[src/rtl/cast_ctrl_pkg.sv]
// ---------------------------------------------------------------------------
// AXI4-Lite configuration port of the cast stage
// 12-bit byte addresses, 32-bit data, no burst or protection support
// the master drives axil_req_t, the slave answers with axil_rsp_t
// ---------------------------------------------------------------------------

package cast_ctrl_pkg;

  localparam int unsigned AXIL_ADDR_W = 12;
  localparam int unsigned AXIL_DATA_W = 32;
  localparam int unsigned AXIL_STRB_W = AXIL_DATA_W / 8;

  typedef logic [AXIL_ADDR_W-1:0] axil_addr_t;
  typedef logic [AXIL_DATA_W-1:0] axil_data_t;
  typedef logic [AXIL_STRB_W-1:0] axil_strb_t;
  typedef logic [1:0]             axil_resp_t;

  // register map
  localparam axil_addr_t REG_CTRL  = 12'h000;
  localparam axil_addr_t REG_COUNT = 12'h004;

  localparam axil_resp_t RESP_OKAY   = 2'b00;
  localparam axil_resp_t RESP_SLVERR = 2'b10;

  typedef struct packed {
    logic       awvalid;
    axil_addr_t awaddr;
    logic       wvalid;
    axil_data_t wdata;
    axil_strb_t wstrb;
    logic       bready;
    logic       arvalid;
    axil_addr_t araddr;
    logic       rready;
  } axil_req_t;

  typedef struct packed {
    logic       awready;
    logic       wready;
    logic       bvalid;
    axil_resp_t bresp;
    logic       arready;
    logic       rvalid;
    axil_data_t rdata;
    axil_resp_t rresp;
  } axil_rsp_t;

  typedef enum logic [1:0] {
    AXIL_IDLE,
    AXIL_WRESP,
    AXIL_RRESP
  } axil_state_e;

endpackage : cast_ctrl_pkg

[src/rtl/fp_cast_pkg.sv]
// ---------------------------------------------------------------------------
// data word, lane and format definitions for the FP8 to FP16 input cast
// one memory word is 64 bits; when casting only the low 32 bits are used
// E4M3 has no infinities and one NaN pattern per sign
// ---------------------------------------------------------------------------

package fp_cast_pkg;

  // word and lane widths
  localparam int unsigned DATA_W   = 64;
  localparam int unsigned NARROW_W = 8;
  localparam int unsigned WIDE_W   = 16;
  localparam int unsigned NUM_CAST = DATA_W / WIDE_W;

  // field widths of the two ends of the cast
  localparam int unsigned E4M3_EXP_W = 4;
  localparam int unsigned E4M3_MAN_W = 3;
  localparam int unsigned FP16_EXP_W = 5;
  localparam int unsigned FP16_MAN_W = 10;

  localparam int unsigned E4M3_BIAS = 7;
  localparam int unsigned FP16_BIAS = 15;

  // added to an E4M3 normal exponent to get the FP16 exponent
  localparam int unsigned E4M3_BIAS_ADJ = FP16_BIAS - E4M3_BIAS;

  // FP16 exponent of an E4M3 subnormal whose leading one sits at mantissa bit 0
  localparam int unsigned E4M3_SUB_EXP = E4M3_BIAS_ADJ - E4M3_MAN_W + 1;

  typedef logic [DATA_W-1:0]   data_word_t;
  typedef logic [NARROW_W-1:0] fp8_t;
  typedef logic [WIDE_W-1:0]   fp16_t;

  typedef enum logic {
    FMT_E4M3 = 1'b0,
    FMT_E5M2 = 1'b1
  } fp8_fmt_e;

  // field order matches the control register with the format above the enable
  typedef struct packed {
    fp8_fmt_e fmt;
    logic     enable;
  } cast_cfg_t;

endpackage : fp_cast_pkg

[src/rtl/cast_ctrl_regs.sv]
// ---------------------------------------------------------------------------
// AXI4-Lite slave with the cast control register and the word counter
// one transaction at a time and a write wins over a read in the same cycle
// unmapped addresses answer SLVERR and read as zero
// only strobe byte 0 is looked at for the control register
// ---------------------------------------------------------------------------

`timescale 1ns/10ps

module cast_ctrl_regs (
  input  logic                     clk_i,
  input  logic                     rst_n_i,
  input  cast_ctrl_pkg::axil_req_t axil_req_i,
  output cast_ctrl_pkg::axil_rsp_t axil_rsp_o,
  input  logic                     accept_i,
  output fp_cast_pkg::cast_cfg_t   cfg_o
);

  import fp_cast_pkg::*;
  import cast_ctrl_pkg::*;

  axil_state_e state_q;
  axil_state_e state_d;
  cast_cfg_t   ctrl_q;
  axil_data_t  count_q;
  logic        wr_take;
  logic        rd_take;
  axil_resp_t  wr_resp;
  axil_resp_t  rd_resp;
  axil_data_t  rd_data;
  axil_resp_t  bresp_q;
  axil_resp_t  rresp_q;
  axil_data_t  rdata_q;

  assign wr_take = (state_q == AXIL_IDLE) && axil_req_i.awvalid && axil_req_i.wvalid;
  assign rd_take = (state_q == AXIL_IDLE) && axil_req_i.arvalid && !wr_take;

  // address decode
  always_comb begin
    wr_resp = RESP_SLVERR;
    rd_resp = RESP_SLVERR;
    rd_data = '0;
    if (axil_req_i.awaddr == REG_CTRL || axil_req_i.awaddr == REG_COUNT) begin
      wr_resp = RESP_OKAY;
    end
    case (axil_req_i.araddr)
      REG_CTRL: begin
        rd_resp = RESP_OKAY;
        rd_data = axil_data_t'(ctrl_q);
      end
      REG_COUNT: begin
        rd_resp = RESP_OKAY;
        rd_data = count_q;
      end
      default: begin
        rd_resp = RESP_SLVERR;
      end
    endcase
  end

  always_comb begin
    state_d = state_q;
    case (state_q)
      AXIL_IDLE: begin
        if (wr_take) begin
          state_d = AXIL_WRESP;
        end else if (rd_take) begin
          state_d = AXIL_RRESP;
        end
      end
      AXIL_WRESP: begin
        if (axil_req_i.bready) begin
          state_d = AXIL_IDLE;
        end
      end
      AXIL_RRESP: begin
        if (axil_req_i.rready) begin
          state_d = AXIL_IDLE;
        end
      end
      default: begin
        state_d = AXIL_IDLE;
      end
    endcase
  end

  always_ff @(posedge clk_i or negedge rst_n_i) begin
    if (!rst_n_i) begin
      state_q <= AXIL_IDLE;
      ctrl_q  <= '0;
      count_q <= '0;
    end else begin
      state_q <= state_d;
      if (wr_take && axil_req_i.awaddr == REG_CTRL && axil_req_i.wstrb[0]) begin
        ctrl_q <= cast_cfg_t'(axil_req_i.wdata[$bits(cast_cfg_t)-1:0]);
      end
      // wraps at 32 bits
      if (accept_i) begin
        count_q <= count_q + 32'd1;
      end
    end
  end

  always_ff @(posedge clk_i) begin
    if (wr_take) begin
      bresp_q <= wr_resp;
    end
    if (rd_take) begin
      rresp_q <= rd_resp;
      rdata_q <= rd_data;
    end
  end

  always_comb begin
    axil_rsp_o         = '0;
    axil_rsp_o.awready = wr_take;
    axil_rsp_o.wready  = wr_take;
    axil_rsp_o.bvalid  = (state_q == AXIL_WRESP);
    axil_rsp_o.bresp   = bresp_q;
    axil_rsp_o.arready = rd_take;
    axil_rsp_o.rvalid  = (state_q == AXIL_RRESP);
    axil_rsp_o.rdata   = rdata_q;
    axil_rsp_o.rresp   = rresp_q;
  end

  assign cfg_o = ctrl_q;

endmodule : cast_ctrl_regs

[src/rtl/cast_in.sv]
// ---------------------------------------------------------------------------
// casts the low half of a memory word lane by lane, or passes it through
// lane i reads bits 8i+7:8i and writes bits 16i+15:16i of the result
// the upper 32 source bits are dropped when casting
// ---------------------------------------------------------------------------

`timescale 1ns/10ps

module cast_in (
  input  logic                   cast_i,
  input  fp_cast_pkg::fp8_fmt_e  src_fmt_i,
  input  fp_cast_pkg::data_word_t src_i,
  output fp_cast_pkg::data_word_t dst_o
);

  import fp_cast_pkg::*;

  data_word_t cast_word;

  generate
    for (genvar i = 0; i < NUM_CAST; i++) begin : gen_lanes
      fp8_to_fp16_lane u_lane (
        .nar_i  (src_i[i*NARROW_W +: NARROW_W]),
        .fmt_i  (src_fmt_i),
        .wide_o (cast_word[i*WIDE_W +: WIDE_W])
      );
    end
  endgenerate

  assign dst_o = cast_i ? cast_word : src_i;

endmodule : cast_in

[src/rtl/cast_stream.sv]
// ---------------------------------------------------------------------------
// one-entry output register around the cast unit, valid/ready on both sides
// the configuration is taken at acceptance, one word per cycle throughput
// accept_o pulses for every input handshake
// ---------------------------------------------------------------------------

`timescale 1ns/10ps

module cast_stream (
  input  logic                    clk_i,
  input  logic                    rst_n_i,
  input  fp_cast_pkg::cast_cfg_t  cfg_i,
  input  logic                    in_valid_i,
  input  fp_cast_pkg::data_word_t in_data_i,
  output logic                    in_ready_o,
  output logic                    out_valid_o,
  output fp_cast_pkg::data_word_t out_data_o,
  input  logic                    out_ready_i,
  output logic                    accept_o
);

  import fp_cast_pkg::*;

  data_word_t cast_data;
  data_word_t out_data_q;
  logic       out_valid_q;
  logic       accept;

  cast_in u_cast_in (
    .cast_i    (cfg_i.enable),
    .src_fmt_i (cfg_i.fmt),
    .src_i     (in_data_i),
    .dst_o     (cast_data)
  );

  // room when empty, or when the held word leaves this cycle
  assign in_ready_o = !out_valid_q || out_ready_i;
  assign accept     = in_valid_i && in_ready_o;

  always_ff @(posedge clk_i or negedge rst_n_i) begin
    if (!rst_n_i) begin
      out_valid_q <= 1'b0;
    end else if (accept) begin
      out_valid_q <= 1'b1;
    end else if (out_ready_i) begin
      out_valid_q <= 1'b0;
    end
  end

  always_ff @(posedge clk_i) begin
    if (accept) begin
      out_data_q <= cast_data;
    end
  end

  assign out_valid_o = out_valid_q;
  assign out_data_o  = out_data_q;
  assign accept_o    = accept;

endmodule : cast_stream

[src/rtl/cast_top.sv]
// ---------------------------------------------------------------------------
// input-cast stage, AXI4-Lite configuration plus a valid/ready data stream
// output data follows an accepted word by one cycle
// reset leaves the stage in bypass with E4M3 selected
// ---------------------------------------------------------------------------

`timescale 1ns/10ps

module cast_top (
  input  logic                     clk_i,
  input  logic                     rst_n_i,
  input  cast_ctrl_pkg::axil_req_t axil_req_i,
  output cast_ctrl_pkg::axil_rsp_t axil_rsp_o,
  input  logic                     in_valid_i,
  input  fp_cast_pkg::data_word_t  in_data_i,
  output logic                     in_ready_o,
  output logic                     out_valid_o,
  output fp_cast_pkg::data_word_t  out_data_o,
  input  logic                     out_ready_i
);

  import fp_cast_pkg::*;

  cast_cfg_t cfg;
  logic      accept;

  cast_ctrl_regs u_regs (
    .clk_i      (clk_i),
    .rst_n_i    (rst_n_i),
    .axil_req_i (axil_req_i),
    .axil_rsp_o (axil_rsp_o),
    .accept_i   (accept),
    .cfg_o      (cfg)
  );

  cast_stream u_stream (
    .clk_i       (clk_i),
    .rst_n_i     (rst_n_i),
    .cfg_i       (cfg),
    .in_valid_i  (in_valid_i),
    .in_data_i   (in_data_i),
    .in_ready_o  (in_ready_o),
    .out_valid_o (out_valid_o),
    .out_data_o  (out_data_o),
    .out_ready_i (out_ready_i),
    .accept_o    (accept)
  );

endmodule : cast_top

[src/rtl/fp8_to_fp16_lane.sv]
// ---------------------------------------------------------------------------
// widens one FP8 value to FP16, purely combinational
// the widening is exact, so there is no rounding and there are no flags
// E4M3 NaN becomes the quiet FP16 NaN with the same sign
// ---------------------------------------------------------------------------

`timescale 1ns/10ps

module fp8_to_fp16_lane (
  input  fp_cast_pkg::fp8_t     nar_i,
  input  fp_cast_pkg::fp8_fmt_e fmt_i,
  output fp_cast_pkg::fp16_t    wide_o
);

  import fp_cast_pkg::*;

  logic                  sign;
  logic [E4M3_EXP_W-1:0] exp8;
  logic [E4M3_MAN_W-1:0] man8;
  logic [FP16_EXP_W-1:0] exp16;
  logic [FP16_MAN_W-1:0] man16;
  fp16_t                 e4m3_wide;
  fp16_t                 e5m2_wide;

  assign sign = nar_i[NARROW_W-1];
  assign exp8 = nar_i[E4M3_MAN_W +: E4M3_EXP_W];
  assign man8 = nar_i[E4M3_MAN_W-1:0];

  always_comb begin
    exp16 = '0;
    man16 = '0;
    if (exp8 == '0) begin
      // subnormals are normalised around the leading mantissa one
      casez (man8)
        3'b1??: begin
          exp16 = FP16_EXP_W'(E4M3_SUB_EXP + 2);
          man16 = {man8[1:0], {(FP16_MAN_W-2){1'b0}}};
        end
        3'b01?: begin
          exp16 = FP16_EXP_W'(E4M3_SUB_EXP + 1);
          man16 = {man8[0], {(FP16_MAN_W-1){1'b0}}};
        end
        3'b001: begin
          exp16 = FP16_EXP_W'(E4M3_SUB_EXP);
        end
        default: begin
          // signed zero keeps exponent and mantissa clear
          exp16 = '0;
        end
      endcase
    end else if (exp8 == '1 && man8 == '1) begin
      exp16 = '1;
      man16 = {1'b1, {(FP16_MAN_W-1){1'b0}}};
    end else begin
      exp16 = FP16_EXP_W'(exp8) + FP16_EXP_W'(E4M3_BIAS_ADJ);
      man16 = {man8, {(FP16_MAN_W-E4M3_MAN_W){1'b0}}};
    end
  end

  assign e4m3_wide = {sign, exp16, man16};

  // E5M2 shares the FP16 exponent field, so padding is enough
  assign e5m2_wide = {nar_i, {(WIDE_W-NARROW_W){1'b0}}};

  assign wide_o = (fmt_i == FMT_E5M2) ? e5m2_wide : e4m3_wide;

endmodule : fp8_to_fp16_lane

[config.mk]
export PLATFORM = sky130hd
export DESIGN_NAME = cast_top
export DESIGN_NICKNAME = d
export VERILOG_FILES = /design/src/rtl/cast_ctrl_pkg.sv /design/src/rtl/fp_cast_pkg.sv /design/src/rtl/cast_ctrl_regs.sv /design/src/rtl/cast_in.sv /design/src/rtl/cast_stream.sv /design/src/rtl/cast_top.sv /design/src/rtl/fp8_to_fp16_lane.sv
export SDC_FILE = /design/constraint.sdc
export NUM_CORES = 1
export LEC_CHECK = 0
export BUFFER_PORTS_ARGS = -buffer_cell sky130_fd_sc_hd__buf_2
export CAP_MARGIN = 10
export CORE_MARGIN = 2
export CORE_UTILIZATION = 49
export CTS_CLUSTER_DIAMETER = 200
export DETAILED_ROUTE_END_ITERATION = 10
export GPL_TIMING_DRIVEN = 0
export PLACE_DENSITY = 0.91
export SETUP_SLACK_MARGIN = 0.3
export SLEW_MARGIN = 30
export SYNTH_ARGS = -nofsm -noshare
export SYNTH_HDL_FRONTEND = slang
export SYNTH_SLANG_ARGS = --single-unit
export TNS_END_PERCENT = 5
[constraint.sdc]
create_clock -name clk_i -period 3.9 [get_ports clk_i]
set_clock_uncertainty 0.15 [all_clocks]
set_input_delay 0.195 -clock clk_i [delete_from_list [all_inputs] [get_ports clk_i]]
set_output_delay 0.195 -clock clk_i [all_outputs]
set_load 0.02 [all_outputs]
; Word level (Yosys, flattened, before mapping)
; Cells that the tools add are included.
[totals]
register_bits = 137
in_bits = 133
word_cells = 101
[op_classes]
addsub = 5
eq_ne = 23
mux = 39
reduce_logical = 25
[ops]
columns = op, n
row1 = 2-to-1 mux 10 bit, 8
row2 = one-hot mux 10 bit (2 select lines), 4
row3 = 2-to-1 mux 64 bit, 1
row4 = one-hot mux 32 bit (2 select lines), 1
row5 = 2-to-1 mux 15 bit, 4
row6 = one-hot mux 4 bit (3 select lines), 4
row7 = 2-to-1 mux 5 bit, 8
row8 = adder 32 x 1 -> 32 bit (second input constant), 1
row9 = == test 12 x 3 -> 1 bit (second input constant), 2
row10 = zero test 12 bit, 2
row11 = adder 4 x 4 -> 5 bit (second input constant), 4
row12 = == test 4 bit (second input constant), 4
row13 = zero test 4 bit, 4
row14 = == test 3 x 1 -> 1 bit (second input constant), 4
row15 = == test 3 bit (second input constant), 4
row16 = 2-to-1 mux 2 bit, 6
row17 = logical AND 1 bit, 11
row18 = == test 2 x 1 -> 1 bit (second input constant), 5
row19 = one-hot mux 2 bit (3 select lines), 1
row20 = inequality test 2 bit (second input constant), 2
row21 = inequality test 3 x 1 -> 1 bit (second input constant), 1
row22 = AND reduction 3 bit, 1
row23 = == test 2 bit (second input constant), 1
row24 = zero test 1 bit, 2
row25 = 5 further kinds, 7

; Logic depth before layout (Yosys ltp)
; Gate-level depths: netlist (run 1).
[logic_depth]
depth_word = 8
ltp_mapped = 6
ltp_nobuf = 6

; Hierarchy
; Synthesis (run 1) repeated with hierarchy kept, for this count alone.
[unflattened]
hier_cells = 519
area_unflattened_um2 = 6998.0
[modules_own_cells]
columns = module, instances, cells_each, area_each_um2, seq_area_each_um2
row1 = cast_ctrl_regs, 1, 232, 3019.1, 1921.8
row2 = cast_stream, 1, 68, 1975.6, 1946.9
row3 = cast_in, 1, 71, 1077.3, 0.0
row4 = fp8_to_fp16_lane, 4, 37, 231.5, 0.0

; Least setup slack after synthesis (run 1)
; Ideal clock, no wire load.
[synth_timing]
path_kind = register to register
startpoint = reg u_stream.out_valid_q, in the netlist u_stream.out_valid_o
endpoint = reg u_regs.count_q[3]
t_arrival_ns = 3.231
setup_slack_ns = 0.391
stages_incl_launch_ff = 6
path_buffers = 1
period_less_slack_ns = 3.509
path_cell_list = dfrtp_1 -> nand2b_1 -> and2_1 -> clkbuf_1 -> nand4_1 -> xnor2_1
[synth_via]
elab_chain_cells = 3
[synth_lines]
columns = element, line
row1 = start: declaration, cast_stream.sv:26  ; logic out_valid_q;
row2 = start signal: assignment, cast_stream.sv:42  ; out_valid_q <= 1'b0;
row3 = start signal: assignment, cast_stream.sv:44  ; out_valid_q <= 1'b1;
row4 = start signal: assignment, cast_stream.sv:46  ; out_valid_q <= 1'b0;
row5 = zero test 1 bit, cast_stream.sv:37  ; assign in_ready_o = !out_valid_q || out_ready_i;
row6 = logical OR 1 bit, cast_stream.sv:37
row7 = via in_ready_o, cast_top.sv:16  ; output logic in_ready_o,
row8 = logical AND 1 bit, cast_stream.sv:38  ; assign accept = in_valid_i && in_ready_o;
row9 = via accept, cast_top.sv:25  ; logic accept;
row10 = end signal: assignment, cast_ctrl_regs.sv:99  ; count_q <= count_q + 32'd1;
row11 = end: declaration, cast_ctrl_regs.sv:25  ; axil_data_t count_q;
; The timed path passes the listed nets, and every way through them passes these cells.
; A chain may end at the register's enable or synchronous reset.

; Worst setup path in the final report (run 1)
[layout_timing]
startpoint = in axil_req_i[56] (netlist name)
endpoint = reg u_regs.ctrl_q, in the netlist u_regs.cfg_o[1]
[layout_via]
elab_chain_cells = 3
[layout_lines]
columns = element, line
row1 = start: declaration, cast_top.sv:12  ; input cast_ctrl_pkg::axil_req_t axil_req_i,
row2 = zero test 12 bit, cast_ctrl_regs.sv:94  ; if (wr_take && axil_req_i.awaddr == REG_CTRL && axil_req_i.wstrb[0]) begin
row3 = logical AND 1 bit (2 in a row), cast_ctrl_regs.sv:94
row4 = end signal: assignment, cast_ctrl_regs.sv:95  ; ctrl_q <= cast_cfg_t'(axil_req_i.wdata[$bits(cast_cfg_t)-1:0]);
row5 = end: declaration, cast_ctrl_regs.sv:24  ; cast_cfg_t ctrl_q;
; Every way passes these cells.

==> impl_results.md, run 1 <==
* Period utilization at 86.14%
* Overflow after GRT at 0
* Die area at 13400 um^2
* Avg Cell Area, Syn at 11.84 um^2
* Post-route cell area at 8424 um^2
* Nets@finish at 926
* Post-CTS Resized at 0
* Std cell rows at 40
* Lkg Pwr at 3.626 nW
* Commonest non-fill, non-tap cells in the layout: buf_2, edfxtp_1, dlygate4sd3_1
* Max VDD drop at 0.0003034 V
* Fin. Hold Viols at 0
* Sequential share of power at 47.3%
* Vias post-DR at 5207
* Required @ worst endpoint at 4.11 ns
* Vias in the first global route at 5108
* Clock Tree Root: clkbuf_16
* Relative slew slack at 43.86%
* Ys Warns at 0
* Final core occ at 69.56%
* Max incr delay on CP at 0.60 ns
* CP most frequent cell: dlygate4sd3_1
* Die Wd at 115.8 um
* Largest net degree at the start of global routing at 41
* Unrepaired setup endpoints after global routing: false
* Yosys top cell area share at 48.07%
* Starting Density at 50.55%
* # fillers at 908
* Slowest cell on crit path: dlygate4sd3_1
* I/O Pins at 240
* Startpoint types: input port
* Layout cells sized above 1 at 32.30%
* Htree depth at 4
* Worst endpoint data arrival time at 3.57 ns
* Max_cap viols at 0
* Starting DRT DRC Count at 354
* DRT Wirelength at 16.39 mm
* Mapped Area at 6122 um^2
* First-pass GRT wire length at 25.06 mm
* Die span in y at 115.8 um
* CP endpoint kind: flop
* Core Region at 12110 um^2
* FF+latch count, synth at 135
* Total Routing Usage GR at 24.82%
* Synth area leaders: edfxtp_1, dfrtp_1, and2_1
* Worst path cell trace: dlygate4sd3_1 > buf_2 > nor4_1 > dlygate4sd3_1 > nand3_1 > nor4_1 > nand2_1 > dlygate4sd3_1 > o21ai_0 > dlygate4sd3_1
* Switching Share at 25.74%
* HP Class: in -> reg
* Clock buffer count from CTS at 17
* Drt drc at 0
* Antenna violations before repair at 1
* Worst-Skew Late Latency at 0.42 ns
* Commonest non-fill, non-tap cell in the layout: buf_2
* Overall power at 3.662 mW
* Pint at 2.720 mW
* CTS tree: yes
* Minimum clock period at 3.360 ns
* Maximum fanout along the worst path at 3
* Status: finished, final reports clean
* Top cell type by total area after synthesis: edfxtp_1
* First drt pass iteration count at 5
* DRT antenna net count at 0
* Cell variety after synth at 44
* WL/cell at 16.83 um
* Routability cong. at 0.9094
* # port buffers at 204
* Sequential area share after synthesis at 63.19%
* CTS max path bufs at 2
* Logic pwr share at 13.0%
* Clock Power Share at 39.7%
* Final Slew Violations at 0
* Worst path bufs/invs at 5
* Pwr Density at 434.7 nW/um^2
* Synthesized netlist cell count at 517
* Fmax at 297.7 MHz
* Setup CP Type: in -> reg
* Placed cell areas at 7382 um^2
* Area growth from synthesis to layout at 37.60%
* Vias per inst at 5.346
* HPWL after detailed placement at 10.96 mm
* Sw power at 942.5 uW
* Worst-margin pin slew at 0.8421 ns
* Clk sinks at 135
* Delay-heaviest family, CP: buffers and inverters
* Reg clk slew, reported paths at 0.06 ns
* Final setup violation count at 0
[final timing paths]
kind | startpoint | endpoint | slack, ns | cells past startpoint
worst max-delay path | axil_req_i[56] | u_regs.cfg_o[1] | 0.54 | 10
min in group asynchronous | rst_n_i | u_regs.count_q[30] | 0.28 | 2
worst min register to register | u_regs.count_q[31] | u_regs.count_q[31] | 0.33 | 1
worst max register to register | u_regs.state_q[1] | u_regs.cfg_o[1] | 1.17 | 7
worst min-delay path | axil_req_i[3] | u_regs.rdata_q[0] | 0.02 | 3
max in group asynchronous | rst_n_i | u_regs.count_q[21] | 2.79 | 2
[sequential cells by signal (all words and copies together) (netlist names)]
register,flops
u_regs.count_q,32
u_stream.out_data_o,64
u_stream.out_valid_o,1
u_regs.cfg_o,2
u_regs.state_q,2
u_regs.rdata_q,32
u_regs.rresp_q,1
u_regs.bresp_q,1
[power by group through the flow]
stage	Clock (mW)	Combinational, mW	Sequential [mW]
2_1_floorplan	0	0.161	1.83
3_3_place_gp	0	0.418	1.76
3_5_place_dp	0	0.433	1.76
4_1_cts	1.47	0.473	1.73
5_1_grt	1.53	0.512	1.74
6_report	1.45	0.476	1.73
[per-stage QoR]
stage               cells  hold slack (ns)  TNS [ns]  setup slack [ns]
floorplan             518          -0.2506         0            0.3908
global placement      890           0.1786    -3.633           -0.2334
detailed placement    891           0.1831         0             1.692
CTS                   973        0.0001668         0            0.6904
global route          974          0.01865         0            0.3862
finish                974          0.02225         0            0.5404
[cell type report]
class                           count  area, um^2  share of cell area [%]
Timing Repair Buffer              255        1541                   18.30
Inverter                           32       120.1                   1.426
Clock buffer                       18       429.2                   5.094
Sequential cell                   135        3869                   45.92
Multi-Input combinational cell    328        2033                   24.13
Buffer                             23       108.9                   1.292
Antenna cell                        1       2.502                 0.02970
Clock inverter                     14       110.1                   1.307
Tap cell                          168       210.2                   2.495
[logic make-up (layout without fill, tap and decap cells)]
kind of cell	Yosys count	count (layout)	synth area share [%]
simple gates	208	208	18.76
flops	135	135	63.19
compound gates	73	73	7.337
buf+inv	55	342	3.679
xor+xnor	31	31	4.435
mux	13	13	2.330
fa+ha+maj	1	1	0.2043
other cells	1	3	0.06125
[per-layer routing]
metal  wire length, um  part of all wire (%)  GRT usage [%]  up-vias
li1                  -                     -              -     2415
met1              5941                    36          27.37     2474
met2              8626                    53          44.02      286
met3              1470                   9.0          8.421       32
met4               353                   2.2          10.16        0
met5                 0                     0              0        -
[tightest hold or removal path, cell delays in order]
cell	delay (ns)
buf_2	0.12
mux2i_1	0.07
nor2_1	0.08
[what timing repair did]
| item | 4_1_cts | 5_1_grt |
|---|---|---|
| hold buffers | 50 | 0 |
| endpoints found under the hold margin | 80 | 0 |
| setup buffers | 0 | 0 |
[cells in the mapped netlist (all sizes together)]
master	count
edfxtp	98
dfrtp	37
nand2	36
and2	32
inv	32
nor2	31
nor2b	31
o21ai	25
nand4	18
nor3	17
o22ai	17
xnor2	17
clkbuf	16
nor4	15
nand3	14
xor2	14
mux2	10
a21oi	7
and3	7
buf	7
a211oi	5
o211ai	5
a31oi	3
mux2i	3
o21a	3
a211o	2
a21o	2
nand2b	2
o221ai	2
a21boi	1
and4	1
conb	1
ha	1
nor3b	1
o311ai	1
or2	1
or4	1
or4b	1
(Power assumes the default switching activity.)
==> run 2: changes to the inputs <==
clock period = 3.3 ns   (was 3.9 ns; I/O delays follow)
==> impl_results.md, run 2 (same netlist as run 1, synthesis figures left out) <==
* Required @ worst endpoint at 3.51 ns
* Fin. Hold Viols at 0
* Nets@finish at 940
* CTS max path bufs at 2
* Startpoint types: input port
* Period utilization at 82.71%
* Status: finished, final reports clean
* R2R cell count at 7
* HPWL after detailed placement at 11.03 mm
* Worst-Skew Late Latency at 0.42 ns
* Overall power at 4.629 mW
* Vias in the first global route at 5536
* Setup crit end: u_regs.cfg_o[1]
* Clock buffer count from CTS at 17
* Drt drc at 0
* Lkg Pwr at 3.725 nW
* Reg clk slew, reported paths at 0.06 ns
* Final core occ at 71.38%
* Antenna violations before repair at 0
* Total Routing Usage GR at 27.70%
* R2R setup slack at 0.63 ns
* Final Slew Violations at 0
* Max_cap viols at 0
* CTS tree: yes
* Unrepaired setup endpoints after global routing: false
* Commonest non-fill, non-tap cells in the layout: buf_2, edfxtp_1, dlygate4sd3_1
* Core Region at 12110 um^2
* Die span in y at 115.8 um
* Routability cong. at 0.9104
* Fmax at 366.4 MHz
* Commonest non-fill, non-tap cell in the layout: buf_2
* Largest net degree at the start of global routing at 40
* Starting Density at 50.55%
* Layout cells sized above 1 at 31.87%
* Std cell rows at 40
* Clock Tree Root: clkbuf_16
* HP Class: in -> reg
* Vias per inst at 5.512
* Die Wd at 115.8 um
* First drt pass iteration count at 5
* First-pass GRT wire length at 27.74 mm
* Maximum fanout along the worst path at 3
* I/O Pins at 240
* CP endpoint kind: flop
* Pwr Density at 535.4 nW/um^2
* Setup CP Type: in -> reg
* WL/cell at 18.14 um
* Max VDD drop at 0.0003616 V
* Max reg flops at 64
* DRT Wirelength at 17.90 mm
* Overflow after GRT at 0
* DRT antenna net count at 0
* Clk sinks at 135
* Post-CTS setup buffer count at 0
* Worst endpoint data arrival time at 2.94 ns
* Area growth from synthesis to layout at 41.22%
* Final setup violation count at 0
* Starting DRT DRC Count at 464
* Minimum clock period at 2.729 ns
* R2R Path End: u_regs.cfg_o[1]
* Setup TNS at 0 ns
* Htree depth at 4
* Vias post-DR at 5440
* Die area at 13400 um^2
* Relative slew slack at 45.59%
* # port buffers at 204
* Reg2reg start: u_regs.state_q[1]
* Worst-margin pin slew at 0.8162 ns
* # diodes at 0
* CP startpoint: axil_req_i[56]
-- run 2: cell types whose count changed in the layout (fill, tap and decap cells not counted), sizes merged --
cell	before	now
diode	1	0
dlygate4sd3	50	64
clkbuf	34	36
clkinv	8	5
bufinv	1	4
clkinvlp	4	2
-- run 2: area by class of cell --
type / instances / area [um^2]
Buffer: 23 / 108.9
Timing Repair Buffer: 269 / 1682
Clock inverter: 12 / 176.4
Tap cell: 168 / 210.2
Inverter: 32 / 120.1
Fill cell: 815 / 3466
Sequential cell: 135 / 3869
Multi-Input combinational cell: 328 / 2033
Clock buffer: 20 / 446.7
-- run 2: power breakdown --
part,total (mW),internal [mW],switching [mW]
Sequential,2.05,1.96,0.0858
Combinational,0.583,0.238,0.345
Clock,2.00,1.28,0.712
-- run 2: how the worst min path moves through the flow --
stage | from | depth (start not counted) | end
after floorplan | rst_n_i | 0 | u_regs.cfg_o[0]
after global placement | rst_n_i | 1 | u_regs.count_q[17]
after detailed placement | rst_n_i | 1 | u_regs.count_q[17]
after CTS | in_data_i[13] | 3 | u_stream.out_data_o[13]
after global routing | axil_req_i[54] | 3 | u_regs.cfg_o[0]
final | axil_req_i[54] | 3 | u_regs.cfg_o[0]
-- run 2: per-stage QoR --
stage | cell area [um^2] | hold slack (ns) | std cells | worst slack (ns)
5_1_grt | 8646 | 0.01253 | 987 | 0.3932
6_report | 8646 | 0.006794 | 987 | 0.5706
4_1_cts | 8646 | 0.0005728 | 987 | 0.4859
3_3_place_gp | 7358 | 0.1549 | 890 | 0.6788
3_5_place_dp | 7382 | 0.1520 | 891 | 1.155
2_1_floorplan | 6127 | -0.2806 | 518 | 0.8209
-- run 2: repair_timing --
action / CTS / global route
resized for setup: 0 / 0
endpoints found under the hold margin: 90 / 0
hold buffers: 64 / 0
-- run 2: layer usage --
layer  GRT usage [%]  routed length, um
met1           30.33               6200
met2           49.01               9155
met3           7.322               1652
met4           15.24                892
met5               0                  0
-- run 2: critical path: stages --
cell,delay (ns)
dlygate4sd3_1,0.54
buf_2,0.12
nor4_1,0.17
nand3_1,0.17
nor4_1,0.48
nand2_1,0.09
dlygate4sd3_1,0.56
o21ai_0,0.07
dlygate4sd3_1,0.56
==> run 3: changes to the inputs <==
CORE_UTILIZATION = 44   (was 49)
PLACE_DENSITY = 0.87   (was 0.91)
clock period = 2.45 ns   (was 3.3 ns; I/O delays follow)
==> impl_results.md, run 3 (same netlist as run 1, synthesis figures left out) <==
* Status: finished, final reports clean
* Footprint of the multi-input gates at 2037 um^2
* Met2 routed WL at 8.382 mm
* Startpoint types: flop
* Routability cong. at 0.9146
* Starting DRT DRC Count at 408
* Worst endpoint data arrival time at 2.34 ns
* WL met1 at 6.328 mm
* Largest net degree at the start of global routing at 69
* Relative slew slack at 34.64%
* CP endpoint kind: flop
* Max incr delay on CP at 0.75 ns
* Reg clk slew, reported paths at 0.06 ns
* R2R Path End: u_regs.count_q[1]
* Max_cap viols at 0
* Commonest non-fill, non-tap cell in the layout: buf_2
* R2R setup slack at 0.26 ns
* Drt drc at 0
* Setup CP Type: reg -> reg
* WL met3 at 1.356 mm
* Clock Tree Root: clkbuf_16
* Pre-CTS setup slack at 0.2696 ns
* Starting Density at 44.62%
* Core Region at 13720 um^2
* Unrepaired setup endpoints after global routing: true
* Final setup violation count at 0
* Vias in the first global route at 5256
* R2R cell count at 4
* First drt pass iteration count at 6
* Area growth from synthesis to layout at 42.94%
* Setup TNS at 0 ns
* Placed cell areas at 7377 um^2
* # port buffers at 204
* Final worst setup slack at 0.2648 ns
* Htree depth at 4
* Max reg flops at 64
* Fin. Hold Viols at 0
* I/O Pins at 240
* Die span in y at 122.0 um
* WHS at 0.02737 ns
* CTS max path bufs at 2
* # fillers at 1010
* Vias post-DR at 5328
* Setup crit end: u_regs.count_q[1]
* Layout cells sized above 1 at 31.45%
* Commonest non-fill, non-tap cells in the layout: buf_2, edfxtp_1, dlygate4sd3_1
* HP Class: in -> reg
* Period utilization at 89.19%
* DR top layer: met4
* Antenna violations before repair at 0
* Worst-Skew Late Latency at 0.42 ns
* Clock buffer count from CTS at 17
* Overflow after GRT at 0
* Reg2reg start: u_stream.out_valid_o
* Final Slew Violations at 0
* Total Routing Usage GR at 22.98%
* WL/cell at 16.35 um
* Fmax at 457.6 MHz
* Max VDD drop at 0.0004511 V
* Clk sinks at 135
* Register area at 3869 um^2
* Die Wd at 122.0 um
* CP startpoint: u_stream.out_valid_o
* Worst-margin pin slew at 0.9804 ns
* Post-route cell area at 8751 um^2
* Die area at 14870 um^2
* Nets@finish at 951
* Vias per inst at 5.270
* HPWL after detailed placement at 10.76 mm
* Slowest cell on crit path: clkbuf_4
* Pwr Density at 703.4 nW/um^2
* Maximum fanout along the worst path at 68
* DRT Wirelength at 16.53 mm
* DRT antenna net count at 0
* Minimum clock period at 2.185 ns
* Lkg Pwr at 3.762 nW
* Required @ worst endpoint at 2.60 ns
* Std cell rows at 43
* Worst path cell trace: nand2b_1 > and2_1 > clkbuf_4 > mux2_2
* CTS tree: yes
* First-pass GRT wire length at 26.03 mm
## run 3: changes by cell type in the layout (fill, tap and decap cells not counted), sizes merged
cell / before / now
clkinv: 5 / 4
diode: 0 / 1
clkinvlp: 2 / 3
dlygate4sd3: 64 / 75
bufinv: 4 / 3
clkbuf: 36 / 37
## run 3: routing by layer
layer	GRT usage, %	vias up
met1	27.69	2526
met5	0	-
met4	11.28	0
met2	38.44	303
li1	-	2461
met3	5.852	38
## run 3: worst max-delay path, delay by kind of cell, from the launching register on
family                 cells  cell delay, ns
buffers and inverters      1            0.75
DFF                        1            0.38
muxes                      1            0.41
and+or+nand+nor            2            0.35
## run 3: timing repair
item | CTS | global route
hold endpoints to repair | 107 | 0
cloned | 0 | 0
buffers inserted | 0 | 1
resized for setup | 1 | 0
pin swaps | 0 | 1
hold buffers | 75 | 0
setup endpoints to repair | 4 | 15
## run 3: power by group
part | leakage, nW | switching (mW) | total (mW) | internal (mW)
Sequential | 1.43 | 0.109 | 2.76 | 2.65
Clock | 0.290 | 0.954 | 2.61 | 1.66
Combinational | 2.05 | 0.457 | 0.790 | 0.333
Total | 3.76 | 1.52 | 6.16 | 4.64
## run 3: worst min-delay path by stage
| stage | cells after the start | startpoint | end | slack, ns |
|---|---|---|---|---|
| floorplan | 0 | rst_n_i | u_regs.cfg_o[0] | -0.32 |
| global placement | 1 | rst_n_i | u_regs.count_q[31] | 0.12 |
| detailed placement | 1 | rst_n_i | u_regs.count_q[31] | 0.12 |
| CTS | 3 | in_data_i[27] | u_stream.out_data_o[27] | 0.002 |
| global route | 3 | in_data_i[27] | u_stream.out_data_o[27] | 0.02 |
| finish | 6 | axil_req_i[53] | u_regs.cfg_o[1] | 0.03 |
## run 3: final cells by class
class | instances | area share [%]
inverter | 32 | 1.373
clock buffer | 21 | 5.262
antenna | 1 | 0.02860
tap | 180 | 2.574
clock inverter | 11 | 1.701
buffer | 23 | 1.244
multi-input combinational | 328 | 23.28
timing repair buffer | 280 | 20.33
sequential | 135 | 44.21
## run 3: metrics by stage
stage          utilization (%)  total power, mW  cells
6_report                 63.78            6.155   1011
5_1_grt                  63.77            6.372   1010
4_1_cts                  63.71            6.165   1009
3_5_place_dp             53.77            3.481    902
3_3_place_gp             53.76            3.462    902
2_1_floorplan                -            3.173    518
